`config.mk`:
```
export PLATFORM = sky130hd
export DESIGN_NAME = writeback_unit_flat
export DESIGN_NICKNAME = d
export VERILOG_FILES = /design/src/design/stack_cpu_pkg.sv /design/src/design/stack_ctrl_if.sv /design/src/design/writeback_unit.sv /design/src/flat_wrapper.sv
export SDC_FILE = /design/constraint.sdc
export NUM_CORES = 1
export LEC_CHECK = 0
export ABC_CLOCK_PERIOD_IN_PS = 1800
export BUFFER_PORTS_ARGS = -buffer_cell sky130_fd_sc_hd__buf_2
export CAP_MARGIN = 20
export CORE_MARGIN = 3
export CORE_UTILIZATION = 30
export CTS_BUF_LIST = sky130_fd_sc_hd__clkbuf_8 sky130_fd_sc_hd__clkbuf_16
export DETAILED_ROUTE_END_ITERATION = 8
export GPL_ROUTABILITY_DRIVEN = 0
export GPL_TIMING_DRIVEN = 0
export PLACE_DENSITY = 0.65
export SLEW_MARGIN = 20
export SYNTH_ARGS = -nofsm -noshare
export SYNTH_HDL_FRONTEND = slang
export SYNTH_SLANG_ARGS = --single-unit
export TNS_END_PERCENT = 10
```
`constraint.sdc`:
```
create_clock -name clk -period 1.8 [get_ports clk]
set_input_delay 0.18 -clock clk [delete_from_list [all_inputs] [get_ports clk]]
set_output_delay 0.18 -clock clk [all_outputs]
set_load 0.005 [all_outputs]
```
`src/design/stack_cpu_pkg.sv`:
```
// Stack CPU shared definitions
// Word and address types, opcode and ALU function codes,
// run states and instruction field positions
package stack_cpu_pkg;

   //////////////////////////////////////////////////
   // Widths and types
   //////////////////////////////////////////////////
   localparam int WORD_WIDTH = 18;   // Data word
   localparam int ADDR_WIDTH = 12;   // Memory and PC address
   localparam int FRAC_BITS  = 8;    // 10.8 fixed point
   localparam int NUM_PORTS  = 4;    // In and out ports each

   typedef logic [WORD_WIDTH-1:0] word_t;
   typedef logic [ADDR_WIDTH-1:0] addr_t;
   typedef logic [1:0]            port_idx_t;

   //////////////////////////////////////////////////
   // Instruction fields
   //////////////////////////////////////////////////
   localparam int OPC_MSB  = 15;
   localparam int OPC_LSB  = 12;
   localparam int IMM_MSB  = 11;     // Immediate/address is 11:0
   localparam int FUNC_MSB = 4;      // ALU function is 4:0
   localparam int PPPC_BIT = 0;      // 0 pushpc, 1 poppc

   // Opcodes, codes 10 to 12 unused (run as NOP)
   typedef enum logic [3:0] {
      OPC_HALT  = 4'b0000,
      OPC_PUSHI = 4'b0001,
      OPC_PUSH  = 4'b0010,
      OPC_POP   = 4'b0011,
      OPC_JMP   = 4'b0100,
      OPC_JZ    = 4'b0101,
      OPC_JNZ   = 4'b0110,
      OPC_LD    = 4'b0111,
      OPC_ST    = 4'b1000,
      OPC_PPPC  = 4'b1001,
      OPC_IN    = 4'b1101,
      OPC_OUT   = 4'b1110,
      OPC_OP    = 4'b1111
   } opcode_e;

   // ALU functions, bit 4 clear means binary (pops one)
   typedef enum logic [4:0] {
      ALU_ADD  = 5'b00000,
      ALU_SUB  = 5'b00001,
      ALU_MUL  = 5'b00010,
      ALU_SHL  = 5'b00011,
      ALU_SHR  = 5'b00100,
      ALU_BAND = 5'b00101,
      ALU_BOR  = 5'b00110,
      ALU_BXOR = 5'b00111,
      ALU_AND  = 5'b01000,
      ALU_OR   = 5'b01001,
      ALU_EQ   = 5'b01010,
      ALU_NE   = 5'b01011,
      ALU_GE   = 5'b01100,
      ALU_LE   = 5'b01101,
      ALU_GT   = 5'b01110,
      ALU_LT   = 5'b01111,
      ALU_NEG  = 5'b10000,
      ALU_BNOT = 5'b10001,
      ALU_NOT  = 5'b10010,
      ALU_A    = 5'b10011,   // dup
      ALU_B    = 5'b10111,   // drop
      ALU_AA   = 5'b11011,   // dropnext
      ALU_BA   = 5'b11111    // over
   } alu_func_e;

   typedef enum logic [1:0] {
      IDLE_A = 2'b00,
      IDLE_B = 2'b01,       // First fetch
      EXEC   = 2'b10
   } run_state_e;

endpackage

```
`src/design/stack_ctrl_if.sv`:
```
// Decoded control strobes, decoder to stack and result datapath
// All levels are combinational and valid in EXEC only
`timescale 1ns/1ps

interface stack_ctrl_if;

   logic push, pop, pop2, thru, load_top;                       // Stack
   logic dbus_imm, dbus_top, dbus_alu, dbus_ram, dbus_port, dbus_pc; // Data bus source
   logic abus_imm, abus_top, abus_next;                         // Address source
   logic ram_write, port_write;
   logic pc_inc, jump, pop_pc;                                  // PC select

   modport decode (
      output push, pop, pop2, thru, load_top,
      output dbus_imm, dbus_top, dbus_alu, dbus_ram, dbus_port, dbus_pc,
      output abus_imm, abus_top, abus_next,
      output ram_write, port_write,
      output pc_inc, jump, pop_pc
   );

   modport stack (input push, pop, pop2, thru, load_top);

   modport result (
      input dbus_imm, dbus_top, dbus_alu, dbus_ram, dbus_port, dbus_pc,
      input abus_imm, abus_top, abus_next,
      input port_write,
      input pc_inc, jump, pop_pc
   );

endinterface

```
`src/design/writeback_unit.sv`:
```
// Bus and writeback unit
// Data and address bus select, program counter and
// the output port registers
`timescale 1ns/1ps

module writeback_unit (
   input  logic                      clk,
   input  logic                      reset,
   input  stack_cpu_pkg::run_state_e state,
   stack_ctrl_if.result              ctrl,
   input  stack_cpu_pkg::word_t      instr,
   input  stack_cpu_pkg::word_t      top,
   input  stack_cpu_pkg::word_t      next,
   input  stack_cpu_pkg::word_t      alu_result,
   input  stack_cpu_pkg::word_t      ram_q,
   input  stack_cpu_pkg::word_t      in0,
   input  stack_cpu_pkg::word_t      in1,
   input  stack_cpu_pkg::word_t      in2,
   input  stack_cpu_pkg::word_t      in3,
   output stack_cpu_pkg::word_t      dbus,
   output stack_cpu_pkg::addr_t      abus,
   output stack_cpu_pkg::addr_t      pc_next,
   output stack_cpu_pkg::word_t      out0,
   output stack_cpu_pkg::word_t      out1,
   output stack_cpu_pkg::word_t      out2,
   output stack_cpu_pkg::word_t      out3
);
   import stack_cpu_pkg::*;

   addr_t     imm;
   word_t     imm_ext;
   port_idx_t port_idx;
   word_t     in_port  [NUM_PORTS];
   word_t     out_port [NUM_PORTS];
   addr_t     pc;

   assign imm      = instr[IMM_MSB:0];
   assign imm_ext  = {{(WORD_WIDTH-ADDR_WIDTH){imm[IMM_MSB]}}, imm};  // Sign extend
   assign port_idx = instr[$bits(port_idx_t)-1:0];

   assign in_port[0] = in0;
   assign in_port[1] = in1;
   assign in_port[2] = in2;
   assign in_port[3] = in3;

   //////////////////////////////////////////////////
   // Bus select
   //////////////////////////////////////////////////
   always_comb
   begin
      if (ctrl.dbus_imm)       dbus = imm_ext;
      else if (ctrl.dbus_top)  dbus = top;
      else if (ctrl.dbus_alu)  dbus = alu_result;
      else if (ctrl.dbus_ram)  dbus = ram_q;
      else if (ctrl.dbus_port) dbus = in_port[port_idx];
      else if (ctrl.dbus_pc)   dbus = word_t'(pc_next);   // Return address
      else                     dbus = '0;
   end

   always_comb
   begin
      if (ctrl.abus_imm)       abus = imm;
      else if (ctrl.abus_top)  abus = top[ADDR_WIDTH-1:0];
      else if (ctrl.abus_next) abus = next[ADDR_WIDTH-1:0];
      else                     abus = '0;
   end

   //////////////////////////////////////////////////
   // Program counter, pc_next is also the fetch address
   //////////////////////////////////////////////////
   always_comb
   begin
      if (state == IDLE_B)     pc_next = pc;
      else if (ctrl.pc_inc)    pc_next = pc + 1'b1;
      else if (ctrl.jump)      pc_next = imm;
      else if (ctrl.pop_pc)    pc_next = top[ADDR_WIDTH-1:0];
      else                     pc_next = pc;     // Halt holds
   end

   always_ff @(posedge clk or negedge reset)
   begin
      if (!reset)
         pc <= '0;
      else if (ctrl.pc_inc || ctrl.jump || ctrl.pop_pc)
         pc <= pc_next;
   end

   // Output ports
   always_ff @(posedge clk or negedge reset)
   begin
      if (!reset)
         for (int i = 0; i < NUM_PORTS; i++)
            out_port[i] <= '0;
      else if (ctrl.port_write)
         out_port[port_idx] <= dbus;
   end

   assign out0 = out_port[0];
   assign out1 = out_port[1];
   assign out2 = out_port[2];
   assign out3 = out_port[3];

endmodule

```
`src/flat_wrapper.sv`:
```
// flat-port wrapper written by rule: the top's interface ports become plain ports
module writeback_unit_flat import stack_cpu_pkg::*;
  (clk, reset, state, instr, top, next, alu_result, ram_q, in0, in1, in2, in3, dbus, abus, pc_next, out0, out1, out2, out3, ctrl_dbus_imm, ctrl_dbus_top, ctrl_dbus_alu, ctrl_dbus_ram, ctrl_dbus_port, ctrl_dbus_pc, ctrl_abus_imm, ctrl_abus_top, ctrl_abus_next, ctrl_port_write, ctrl_pc_inc, ctrl_jump, ctrl_pop_pc);
  stack_ctrl_if ctrl_i ();
  input  logic clk;
  input  logic reset;
  input  stack_cpu_pkg::run_state_e state;
  input  stack_cpu_pkg::word_t instr;
  input  stack_cpu_pkg::word_t top;
  input  stack_cpu_pkg::word_t next;
  input  stack_cpu_pkg::word_t alu_result;
  input  stack_cpu_pkg::word_t ram_q;
  input  stack_cpu_pkg::word_t in0;
  input  stack_cpu_pkg::word_t in1;
  input  stack_cpu_pkg::word_t in2;
  input  stack_cpu_pkg::word_t in3;
  output stack_cpu_pkg::word_t dbus;
  output stack_cpu_pkg::addr_t abus;
  output stack_cpu_pkg::addr_t pc_next;
  output stack_cpu_pkg::word_t out0;
  output stack_cpu_pkg::word_t out1;
  output stack_cpu_pkg::word_t out2;
  output stack_cpu_pkg::word_t out3;
  input wire logic [$bits(ctrl_i.dbus_imm)-1:0] ctrl_dbus_imm;
  input wire logic [$bits(ctrl_i.dbus_top)-1:0] ctrl_dbus_top;
  input wire logic [$bits(ctrl_i.dbus_alu)-1:0] ctrl_dbus_alu;
  input wire logic [$bits(ctrl_i.dbus_ram)-1:0] ctrl_dbus_ram;
  input wire logic [$bits(ctrl_i.dbus_port)-1:0] ctrl_dbus_port;
  input wire logic [$bits(ctrl_i.dbus_pc)-1:0] ctrl_dbus_pc;
  input wire logic [$bits(ctrl_i.abus_imm)-1:0] ctrl_abus_imm;
  input wire logic [$bits(ctrl_i.abus_top)-1:0] ctrl_abus_top;
  input wire logic [$bits(ctrl_i.abus_next)-1:0] ctrl_abus_next;
  input wire logic [$bits(ctrl_i.port_write)-1:0] ctrl_port_write;
  input wire logic [$bits(ctrl_i.pc_inc)-1:0] ctrl_pc_inc;
  input wire logic [$bits(ctrl_i.jump)-1:0] ctrl_jump;
  input wire logic [$bits(ctrl_i.pop_pc)-1:0] ctrl_pop_pc;
  assign ctrl_i.dbus_imm = ctrl_dbus_imm;
  assign ctrl_i.dbus_top = ctrl_dbus_top;
  assign ctrl_i.dbus_alu = ctrl_dbus_alu;
  assign ctrl_i.dbus_ram = ctrl_dbus_ram;
  assign ctrl_i.dbus_port = ctrl_dbus_port;
  assign ctrl_i.dbus_pc = ctrl_dbus_pc;
  assign ctrl_i.abus_imm = ctrl_abus_imm;
  assign ctrl_i.abus_top = ctrl_abus_top;
  assign ctrl_i.abus_next = ctrl_abus_next;
  assign ctrl_i.port_write = ctrl_port_write;
  assign ctrl_i.pc_inc = ctrl_pc_inc;
  assign ctrl_i.jump = ctrl_jump;
  assign ctrl_i.pop_pc = ctrl_pop_pc;
  writeback_unit u_core (.clk(clk), .reset(reset), .state(state), .ctrl(ctrl_i), .instr(instr), .top(top), .next(next), .alu_result(alu_result), .ram_q(ram_q), .in0(in0), .in1(in1), .in2(in2), .in3(in3), .dbus(dbus), .abus(abus), .pc_next(pc_next), .out0(out0), .out1(out1), .out2(out2), .out3(out3));
endmodule
```
* Yosys cells after proc, flatten, opt, wreduce, memory -nomap -nowiden
Index checks and enable logic that the tools add are counted. Widths: inputs -> output; s select.
Storage, ports and cells: output and inout bits 114, bits of input ports 179, bits in registers 84, word-level logic and storage cells 32
Operators by class: $add $sub $neg 1, $lt $le $gt $ge 2, equality and inequality tests 1, mux-type cells 19, bitwise operators 1, reductions and logical operators 3
Operators with widths (count):
- $mux 18 | 8
- $mux 12 | 8
- $bwmux 72 | 1
- $bmux 18 s2 | 1
- $demux 18 s2 | 1
- $add 12x1->12 const B | 1
- $ge 3x3->1 const B | 1
- $lt 3x1->1 const B | 1
- $not 2->3 | 1
- $eq 2x1->1 const B | 1
- $logic_or 1x1->1 | 2
- $logic_and 1x1->1 | 1

* Logic depth before layout (Yosys ltp)
Gate-level depths: netlist (run 1).
word-level depth 11, depth in mapped cells 10, depth with buffers taken out 7

* Least setup slack after synthesis (run 1)
No wires, ideal clock.
path kind register to output, start point register u_core.pc[0], end point output port dbus[8], required time 1.620 ns, stages on the path, launching flop included 8, buffers on the path 0, arrival 1.782 ns, slack -0.162 ns, cells stage by stage dfrtp_1 -> ha_1 -> nand4_1 -> or4_1 -> a21oi_1 -> nor4b_1 -> o221ai_2 -> inv_1
On the way: longest elaborated chain between the ends 9
RTL lines:
- from (decl) | line writeback_unit.sv:35 | addr_t pc;
- from (signal assigned) | line writeback_unit.sv:85 | pc <= pc_next;
- $add 12x1->12 | line writeback_unit.sv:74 | else if (ctrl.pc_inc) pc_next = pc + 1'b1;
- $mux 12 | line writeback_unit.sv:74
- $mux 12 | line writeback_unit.sv:73 | if (state == IDLE_B) pc_next = pc;
- $mux 12 | line writeback_unit.sv:56 | else if (ctrl.dbus_pc) dbus = word_t'(pc_next);
- $mux 18 | line writeback_unit.sv:55 | else if (ctrl.dbus_port) dbus = in_port[port_idx];
- $mux 18 | line writeback_unit.sv:54 | else if (ctrl.dbus_ram) dbus = ram_q;
- $mux 18 | line writeback_unit.sv:53 | else if (ctrl.dbus_alu) dbus = alu_result;
- $mux 18 | line writeback_unit.sv:52 | else if (ctrl.dbus_top) dbus = top;
- $mux 18 | line writeback_unit.sv:51 | if (ctrl.dbus_imm) dbus = imm_ext;
- to (decl) | line flat_wrapper.sv:17 | output stack_cpu_pkg::word_t dbus;
Every way passes these cells.

* Worst setup path in the final report (run 1)
Ends and elaborated chain as after synthesis.

==> results of run 1 <==
final timing paths:
| kind | startpoint | to | slack, ps | cells past startpoint |
|---|---|---|---|---|
| hold / removal | top[17] | u_core.out0[17] | 250 | 3 |
| setup / recovery | u_core.pc[0] | dbus[8] | -680 | 8 |
| min in group asynchronous | reset | u_core.pc[2] | 330 | 2 |
| max in group asynchronous | reset | u_core.out1[7] | 810 | 3 |
| setup reg to reg | u_core.pc[0] | u_core.out2[8] | -410 | 8 |
| hold reg to reg | u_core.out0[6] | u_core.out0[6] | 470 | 2 |
cells in the final DEF (no fill, tap or decap), types with 10 or more instances in the layout:
cell / synthesis / routed
sky130_fd_sc_hd__o21ai_1: 27 / 43
sky130_fd_sc_hd__buf_6: 3 / 12
sky130_fd_sc_hd__o21ai_2: 0 / 12
sky130_fd_sc_hd__buf_2: 14 / 286
sky130_fd_sc_hd__a22oi_1: 14 / 14
sky130_fd_sc_hd__inv_1: 22 / 23
sky130_fd_sc_hd__dfrtp_1: 84 / 79
sky130_fd_sc_hd__nand3_1: 14 / 11
sky130_fd_sc_hd__clkbuf_1: 30 / 23
sky130_fd_sc_hd__mux4_2: 10 / 10
sky130_fd_sc_hd__a21oi_1: 27 / 22
sky130_fd_sc_hd__buf_4: 0 / 30
sky130_fd_sc_hd__nor2_1: 34 / 31
sky130_fd_sc_hd__mux2i_1: 13 / 12
sky130_fd_sc_hd__nand2_1: 120 / 116
sky130_fd_sc_hd__o21ai_0: 63 / 35
registers in the layout, summed over array words and instances (netlist names):
register	cells
u_core.out0	18
u_core.out1	18
u_core.out2	18
u_core.out3	18
u_core.pc	12
routing by layer:
layer / wire [µm] / track usage / vias up
li1: - / - / 2990
met1: 11500 / 0.359 / 3277
met3: 2170 / 0.0505 / 58
met5: 0 / 0 / -
met2: 13000 / 0.442 / 387
met4: 837 / 0.0913 / 0
repair_timing:
item	CTS	global route
setup buffers	24	12
endpoints found under the setup margin	99	95
gates resized for setup	78	62
endpoints found under the hold margin	32	0
pin swaps	36	24
hold buffers	1	0
final cells by class:
cell class | count | area, µm² | share of cell area
buffer | 49 | 279 | 0.0337
multi-input combinational | 473 | 3480 | 0.420
timing repair buffer | 314 | 1720 | 0.207
inverter | 26 | 98.8 | 0.0119
sequential | 84 | 2110 | 0.254
clock buffer | 9 | 225 | 0.0272
clock inverter | 7 | 100 | 0.0121
tap | 225 | 282 | 0.0340
metrics by stage:
stage               cells  power [mW]  utilization  setup WS, ps  cell area (µm²)
global placement     1134        4.43        0.408         -1060             7150
finish               1187        6.98        0.472          -679             8280
CTS                  1175        6.76        0.454          -618             7960
floorplan             632        3.39            -         -57.5             5490
global route         1187        7.33        0.472          -769             8280
detailed placement   1135        4.48        0.410         -1070             7180
power breakdown:
group | leakage, nW | internal (mW) | switching, mW
clock network | 0.159 | 1.23 | 0.848
logic | 2.76 | 1.10 | 1.32
registers | 1.03 | 2.23 | 0.252
cell families after synthesis:
group | Yosys count
buffers and inverters | 75
muxes | 31
adders and majority gates | 1
DFF | 84
and+or+nand+nor | 227
AOI/OAI and AO/OA | 214
worst max-delay path: cells and delay by family (launching register included):
family / cells / cell delay, ps
fa+ha+maj: 1 / 170
compound gates: 3 / 620
simple gates: 2 / 520
buf+inv: 2 / 180
flops: 1 / 450
==> results summary, run 1 <==
Of the total synthesized cell area, the portion taken by AND, OR, NAND and NOR gates is 0.190. The TritonCTS buffer count came out at 9. The detailed-router iteration count before antenna repair is 5. The clock sink count is between 80 and 90. The count of final max-slew check failures is 0. The slowest cell on the critical path is sky130_fd_sc_hd__dfrtp_2. The detailed router finished its first iteration with 565 violations. The number of max-capacitance violations reported came out at 0.

The area fraction of the dominant cell type after synthesis is 0.385. The clock-pin transition on the worst setup and hold timing paths is 80 ps. The final clock skew is roughly 14 ps.

The leftover overflow at the end of global routing is 0. Synthesis inferred between 80 and 90 register bits. The complex-gate fraction of the synthesized area came out at 0.269. The via count of the first global-routing pass is 6747.

In the finished design, the share of the clock period the worst path needs comes to 1.38. The mean area per synthesized cell is about 8.6 µm². The tightest hold path in the finished design has a slack of ~250 ps. The multiplexer share of the synthesized area is 0.0925. The combinational family with the most area after synthesis is compound AO/OA/AOI/OAI gates. The count of input and output buffers came out at roughly 280. After detailed routing, the average wire length per cell comes to 23.2 µm. The largest fanout of any net on the critical path is 5. The share of async-settable or async-resettable flops after synthesis came out at 1.00. The HPWL after detailed placement is roughly 21000 µm. The synthesized net count is between 800 and 900.

The die area came out at 0.0199 mm². The detail route stage leaves a number of antenna-violating nets equal to 0. Of the cells placed in the final design, the portion with a size suffix greater than 1 is 0.476.

The later pin in the worst-skew pair is clocked with a latency of ~350 ps. The final net count came out at approximately 1100. The worst setup path is captured at an output port.

The core area is 0.0175 mm². The share of the yosys chip area belonging to registers came out at 0.385. In the post-synthesis netlist, the biggest area contributors are sky130_fd_sc_hd__dfrtp_1 (38%), sky130_fd_sc_hd__nand2_1 (8.2%), sky130_fd_sc_hd__o21ai_0 (5.8%).

Setup repair after global routing could not meet its margin everywhere. The run finished, with violations left. Detailed routing inserted a total of roughly 6700 vias. The horizontal die dimension came out at 141 µm. sky130_fd_sc_hd__nand2_1 is the most common cell in the netlist.

In the synthesized netlist the dominant register cell turns out to be sky130_fd_sc_hd__dfrtp_1. The final critical delay including setup and external delays is roughly 2500 ps. For this design the static power due to leakage is 3.94 nW. The number of different library cells in the post-synthesis netlist came out at 65. The height of the chip came out at around 140 µm. The number of filler cells placed in the layout came out at roughly 1800. The total number of H-tree levels is 3. The final reports fail on setup timing. The stage delay of the slowest cell on the critical path came out at around 450 ps.

The clock tree root buffer cell is sky130_fd_sc_hd__clkbuf_16. The post-synth design cell area is between 0.005 and 0.006 mm². The kind of launch point of the worst setup path is a flop.

The initial core utilization came out at 0.312. Walking the worst path, the cells encountered are ha_4 > nand4_1 > o31ai_1 > a21oi_2 > nor4b_2 > o221ai_2 > inv_1 > buf_2. The number of antenna violations at the first check in global routing is 0. The maximum number of pins on one net before global-route repair came out at 53. The worst path required time is roughly 1600 ps. Counting instances in the post-synthesis netlist gives the leading cell types as sky130_fd_sc_hd__nand2_1 (120), sky130_fd_sc_hd__dfrtp_1 (84), sky130_fd_sc_hd__o21ai_0 (63). The repair_antennas step left the layout with diodes totalling 0.

The number of failing hold endpoints at the final stage is 0. The via density per instance is 5.65. Wires add up to between 20000 and 30000 µm. For this design the top-level I/O count stands at 293. The signed area change from the synthesized netlist to the final layout is 51.6%. Once routing completed, OpenROAD measured the worst setup slack at -679 ps. For the pin with the worst max-slew slack, the measured transition is around 800 ps. The number of warnings printed during yosys synthesis is 0. For this run, the total global-route usage over all layers was measured as 0.270. The critical path in this run is classified as flop to output port.

Counting along the longest clock path gives a buffer depth of 2. The first-pass GRT wire length is around 41000 µm. sky130_fd_sc_hd__dfrtp_1 takes more of the synthesized area than any other cell. The maximum clock rate is a little over 0.4 GHz. In this run, synthesis inferred 0 flip-flops with an integrated enable.

The remaining design rule violation count is 0. In this run the worst hold path is classified as primary input to flop. TritonCTS built the clock tree. The XOR/XNOR share of the synthesized area came out at 0. The arrival time of the worst setup path came out at between 2000 and 2500 ps. The worst-case IR drop observed on VDD is approximately 0.00041 V. The final setup TNS came out at -21620 ps. Of the total synthesized cell area, the portion taken by full adders, half adders and majority gates is 0.00229.

The total of endpoints with negative setup slack in the final report came out at between 60 and 70. The total power divided by cell area is 843 mW/mm². Synthesis produced a netlist whose cell count is approximately 630. Row generation in the floorplan step produced between 40 and 50 rows.

The worst-case headroom to the max-slew limit is 0.458.
(Power assumes the default switching activity.)
==> inputs of run 2 (changes only) <==
--- a/config.mk
+++ b/config.mk
@@ -5,12 +5,14 @@
 export SDC_FILE = /design/constraint.sdc
 export NUM_CORES = 1
 export LEC_CHECK = 0
+export ABC_AREA = 1
 export ABC_CLOCK_PERIOD_IN_PS = 1800
 export BUFFER_PORTS_ARGS = -buffer_cell sky130_fd_sc_hd__buf_2
 export CAP_MARGIN = 20
 export CORE_MARGIN = 3
 export CORE_UTILIZATION = 30
 export CTS_BUF_LIST = sky130_fd_sc_hd__clkbuf_8 sky130_fd_sc_hd__clkbuf_16
+export CTS_CLUSTER_SIZE = 40
 export DETAILED_ROUTE_END_ITERATION = 8
 export GPL_ROUTABILITY_DRIVEN = 0
 export GPL_TIMING_DRIVEN = 0
==> results summary, run 2 <==
The flop and latch count out of synthesis is 84 (unchanged). Sorting the synthesized cells by how often they occur yields sky130_fd_sc_hd__nand2_1 (397), sky130_fd_sc_hd__dfrtp_1 (84), sky130_fd_sc_hd__a21oi_1 (60). TritonCTS built the clock tree. The number of buffers between clock root and the deepest sink came out at 2 (unchanged). The transition time at the pin with the least slew margin is 583 ps (-230 ps). The post-synth design cell area is 0.00545 mm² (-0.37%).

The arrival time of the worst setup path came out at 2120 ps (-180 ps). The number of warnings printed during yosys synthesis came out at 0 (unchanged). The signed area change from the synthesized netlist to the final layout came out at 48.1%. Setup repair after global routing could not meet its margin everywhere. The number of top-level pins is 293 (unchanged). The height of the chip came out at 141 µm (-0.17%).

The overall fraction of global-route tracks in use was 0.230 (-0.0401). The number of different library cells in the post-synthesis netlist is 37 (-43%). The row count is 48 (unchanged). The number of filler cells placed in the layout is 1838 (+5.0%).

The final critical delay including setup and external delays was 2300 ps (-184 ps). The library cells used most frequently in the layout, excluding fill and tap cells, are sky130_fd_sc_hd__nand2_1 (354), sky130_fd_sc_hd__buf_2 (278), sky130_fd_sc_hd__dfrtp_1 (77). The post-route worst setup slack came out at -495 ps (+184 ps). The total power divided by cell area is 824 mW/mm² (-2.2%).

The complex-gate fraction of the synthesized area came out at 0.174 (-0.0941). The slowest cell on the critical path is sky130_fd_sc_hd__dfrtp_2. STA classifies the critical path endpoint as an output port. The first-pass GRT wire length is 35500 µm (-12%). The initial DRC count is 450 (-20%).

The area fraction of the dominant cell type after synthesis came to 0.386 (+0.00141). The checks that failed: setup timing. The leftover overflow at the end of global routing is 0 (unchanged). The post-placement cell area is 0.00713 mm² (-0.70%). The post-synthesis adder-cell area fraction came out at 0.00230 (+0.00000842). The reg2reg setup slack is -240 ps (+170 ps). The worst path required time came out at 1620 ps (about the same). The TritonCTS buffer count came out at 9 (unchanged). The share of the yosys chip area belonging to registers came out at 0.386 (+0.00141).

The basic-gate share of the synthesized area counting and, or, nand and nor cells came to 0.372 (+0.182). Yosys attributes the largest share of cell area to sky130_fd_sc_hd__dfrtp_1 (39%), sky130_fd_sc_hd__nand2_1 (27%), sky130_fd_sc_hd__a21oi_1 (5.5%). The total of endpoints with negative setup slack in the final report came to 48 (-29%). The worst-case headroom to the max-slew limit is 0.611 (+0.153).

The via density per instance came out at 5.02 (-11%). The maximum vdd drop came out at 0.000598 V (+46%). The number of instances in the synthesized netlist is 816 (+29%). The detailed placer's ending HPWL is 18400 µm (-12%). The initial core utilization came out at 0.311 (-0.00114).

The maximum number of pins on one net before global-route repair came to 55 (+3.8%). The average wire per standard cell came out at 17.5 µm (-25%). The number of antenna violations at the first check in global routing came out at 4 (+4). The number of flops mapped to enable cells by yosys came out at 0 (unchanged). The cell sitting at the root of the clock tree is a sky130_fd_sc_hd__clkbuf_16. The combinational family with the most area after synthesis is simple AND/OR/NAND/NOR gates. The synthesized net count came out at 996 (+23%). The clock-pin transition on the worst setup and hold timing paths is 70 ps (about the same). The clock insertion delay at the later pin of the skew report is 350 ps (about the same). The critical path goes through ha_4 > nand2_4 > nor2_4 > nand2_2 > nand2_1 > nand2_1 > o21ai_2 > nand2_2 > nand2_2 > nand2_1 > nand2_1 > nand2_2 > nand2_2 > nand2_4 > buf_6. The leakage power figure came out at 4.36 nW (+11%). The total wirelength of the detailed-routed design came out at 23800 µm (-14%). The final hold slack is 173 ps (-74.0 ps). By instance count, the leading cell after synthesis is sky130_fd_sc_hd__nand2_1. The final clock skew is 12.4 ps (-1.32 ps). The remaining number of nets flagged by the antenna check after routing was 0 (unchanged). The largest fanout of any net on the critical path came out at 4 (-1). The share of async-settable or async-resettable flops after synthesis is 1.00 (unchanged). The type of the most critical hold path is primary input to flop.

The via count was 6828 (+1.7%). The final standard cell area without fillers is 0.00807 mm² (-2.6%). The flow ran to the end, but the final reports show violations.

The total number of H-tree levels came out at 3 (unchanged). The mean area per synthesized cell came to 6.67 µm² (-23%). Counting stages on the worst path, the most repeated cell is sky130_fd_sc_hd__nand2_2.

The maximum clock rate came out at 0.436 GHz (+8.0%). The count of input and output buffers is 275 (-0.72%). The XOR/XNOR share of the synthesized area came out at 0 (unchanged).

The via count of the first global-routing pass is 6396 (-5.2%). Summed over all instances, the cell type with the most area after synthesis is sky130_fd_sc_hd__dfrtp_1. The fraction of layout instances using a drive strength above 1 is 0.394 (-0.0824). The detailed-router iteration count before antenna repair came out at 5 (unchanged). The final net count came out at 1308 (+15%). The core area is 0.0175 mm² (unchanged). The final critical-path share of the clock period is 1.28 (-0.102). The count of final max-slew check failures came out at 0 (unchanged). The worst setup path category is flop to output port. The remaining design rule violation count came to 0 (unchanged). The die area came out at 0.0198 mm² (-0.35%). The clock sink count is 84 (unchanged). The stage delay of the slowest cell on the critical path came out at 440 ps (about the same).

The number of failing hold endpoints at the final stage was 0 (unchanged). The number of max-capacitance violations reported came out at 0 (unchanged). The horizontal die dimension came out at 141 µm (-0.17%).

The multiplexer share of the synthesized area was 0 (-0.0925). Among all flip-flop cells after synthesis, the most frequent one is sky130_fd_sc_hd__dfrtp_1. The library cell used most frequently in the layout, excluding fill and tap cells, is sky130_fd_sc_hd__nand2_1. STA classifies the critical path startpoint as a flop.
==> run 2: report_power, final <==
part / internal, mW / total, mW / switching, mW
Combinational: 0.992 / 2.24 / 1.25
Clock: 1.11 / 1.94 / 0.829
Sequential: 2.23 / 2.46 / 0.233
Total: 4.33 / 6.65 / 2.31
==> run 2: path summary, 6_finish.rpt <==
kind	startpoint	endpoint	depth (start not counted)
max in group asynchronous	reset	u_core.out0[16]	3
min in group asynchronous	reset	u_core.pc[4]	2
worst min-delay path	state[0]	u_core.pc[0]	3
worst max-delay path	u_core.pc[1]	dbus[8]	15
worst max register to register	u_core.pc[1]	u_core.out0[10]	18
worst min register to register	u_core.out2[10]	u_core.out2[10]	2
==> run 2: timing repair <==
item	CTS	global route
hold buffers	1	0
resized for setup	57	68
endpoints found under the setup margin	65	77
hold endpoints to repair	30	0
buffers inserted	13	12
pin swaps	19	32
==> run 2: cell families (layout without fill, tap and decap cells) <==
| logic type | after synthesis | after routing |
|---|---|---|
| adders and majority gates | 1 | 1 |
| DFF | 84 | 84 |
| AOI/OAI and AO/OA | 150 | 150 |
| buffers and inverters | 77 | 394 |
| and+or+nand+nor | 504 | 504 |
| other | 0 | 1 |
==> run 2: worst max-delay path: cells and delay by family, from the launching register on <==
kind | cells | cell delay [ps]
adder cells (fa/ha/maj) | 1 | 190
AND/OR/NAND/NOR | 12 | 850
buffers and inverters | 1 | 120
AO/OA/AOI/OAI | 1 | 160
flip-flops | 1 | 440
==> run 2: area by class of cell <==
cell class,count,area [µm²],share of cell area
Antenna cell,1,2.50,0.000310
Clock inverter,6,63.8,0.00791
Timing Repair Buffer,301,1680,0.208
Tap cell,225,282,0.0349
Clock buffer,10,239,0.0296
Inverter,37,143,0.0177
Multi-Input combinational cell,655,3330,0.413
Sequential cell,84,2110,0.262
Buffer,40,219,0.0271
==> run 2: layer usage <==
layer	GRT usage	part of all wire	wire length (µm)	vias to the layer above
met2	0.386	0.48	11500	306
met1	0.293	0.42	9940	3200
li1	-	-	-	3270
met5	0	0.0014	34	-
met3	0.0526	0.074	1770	46
met4	0.0724	0.024	571	6
==> run 2: through the flow <==
stage	TNS, ps	util	worst slack (ps)	power (mW)	std cells
4_1_cts	-12420	0.440	-603	6.49	1346
5_1_grt	-16440	0.460	-627	7.02	1359
3_3_place_gp	-33220	0.405	-411	4.33	1316
3_5_place_dp	-12500	0.407	-404	4.37	1317
6_report	-9060	0.460	-495	6.65	1359
2_1_floorplan	0	-	75.4	3.38	816
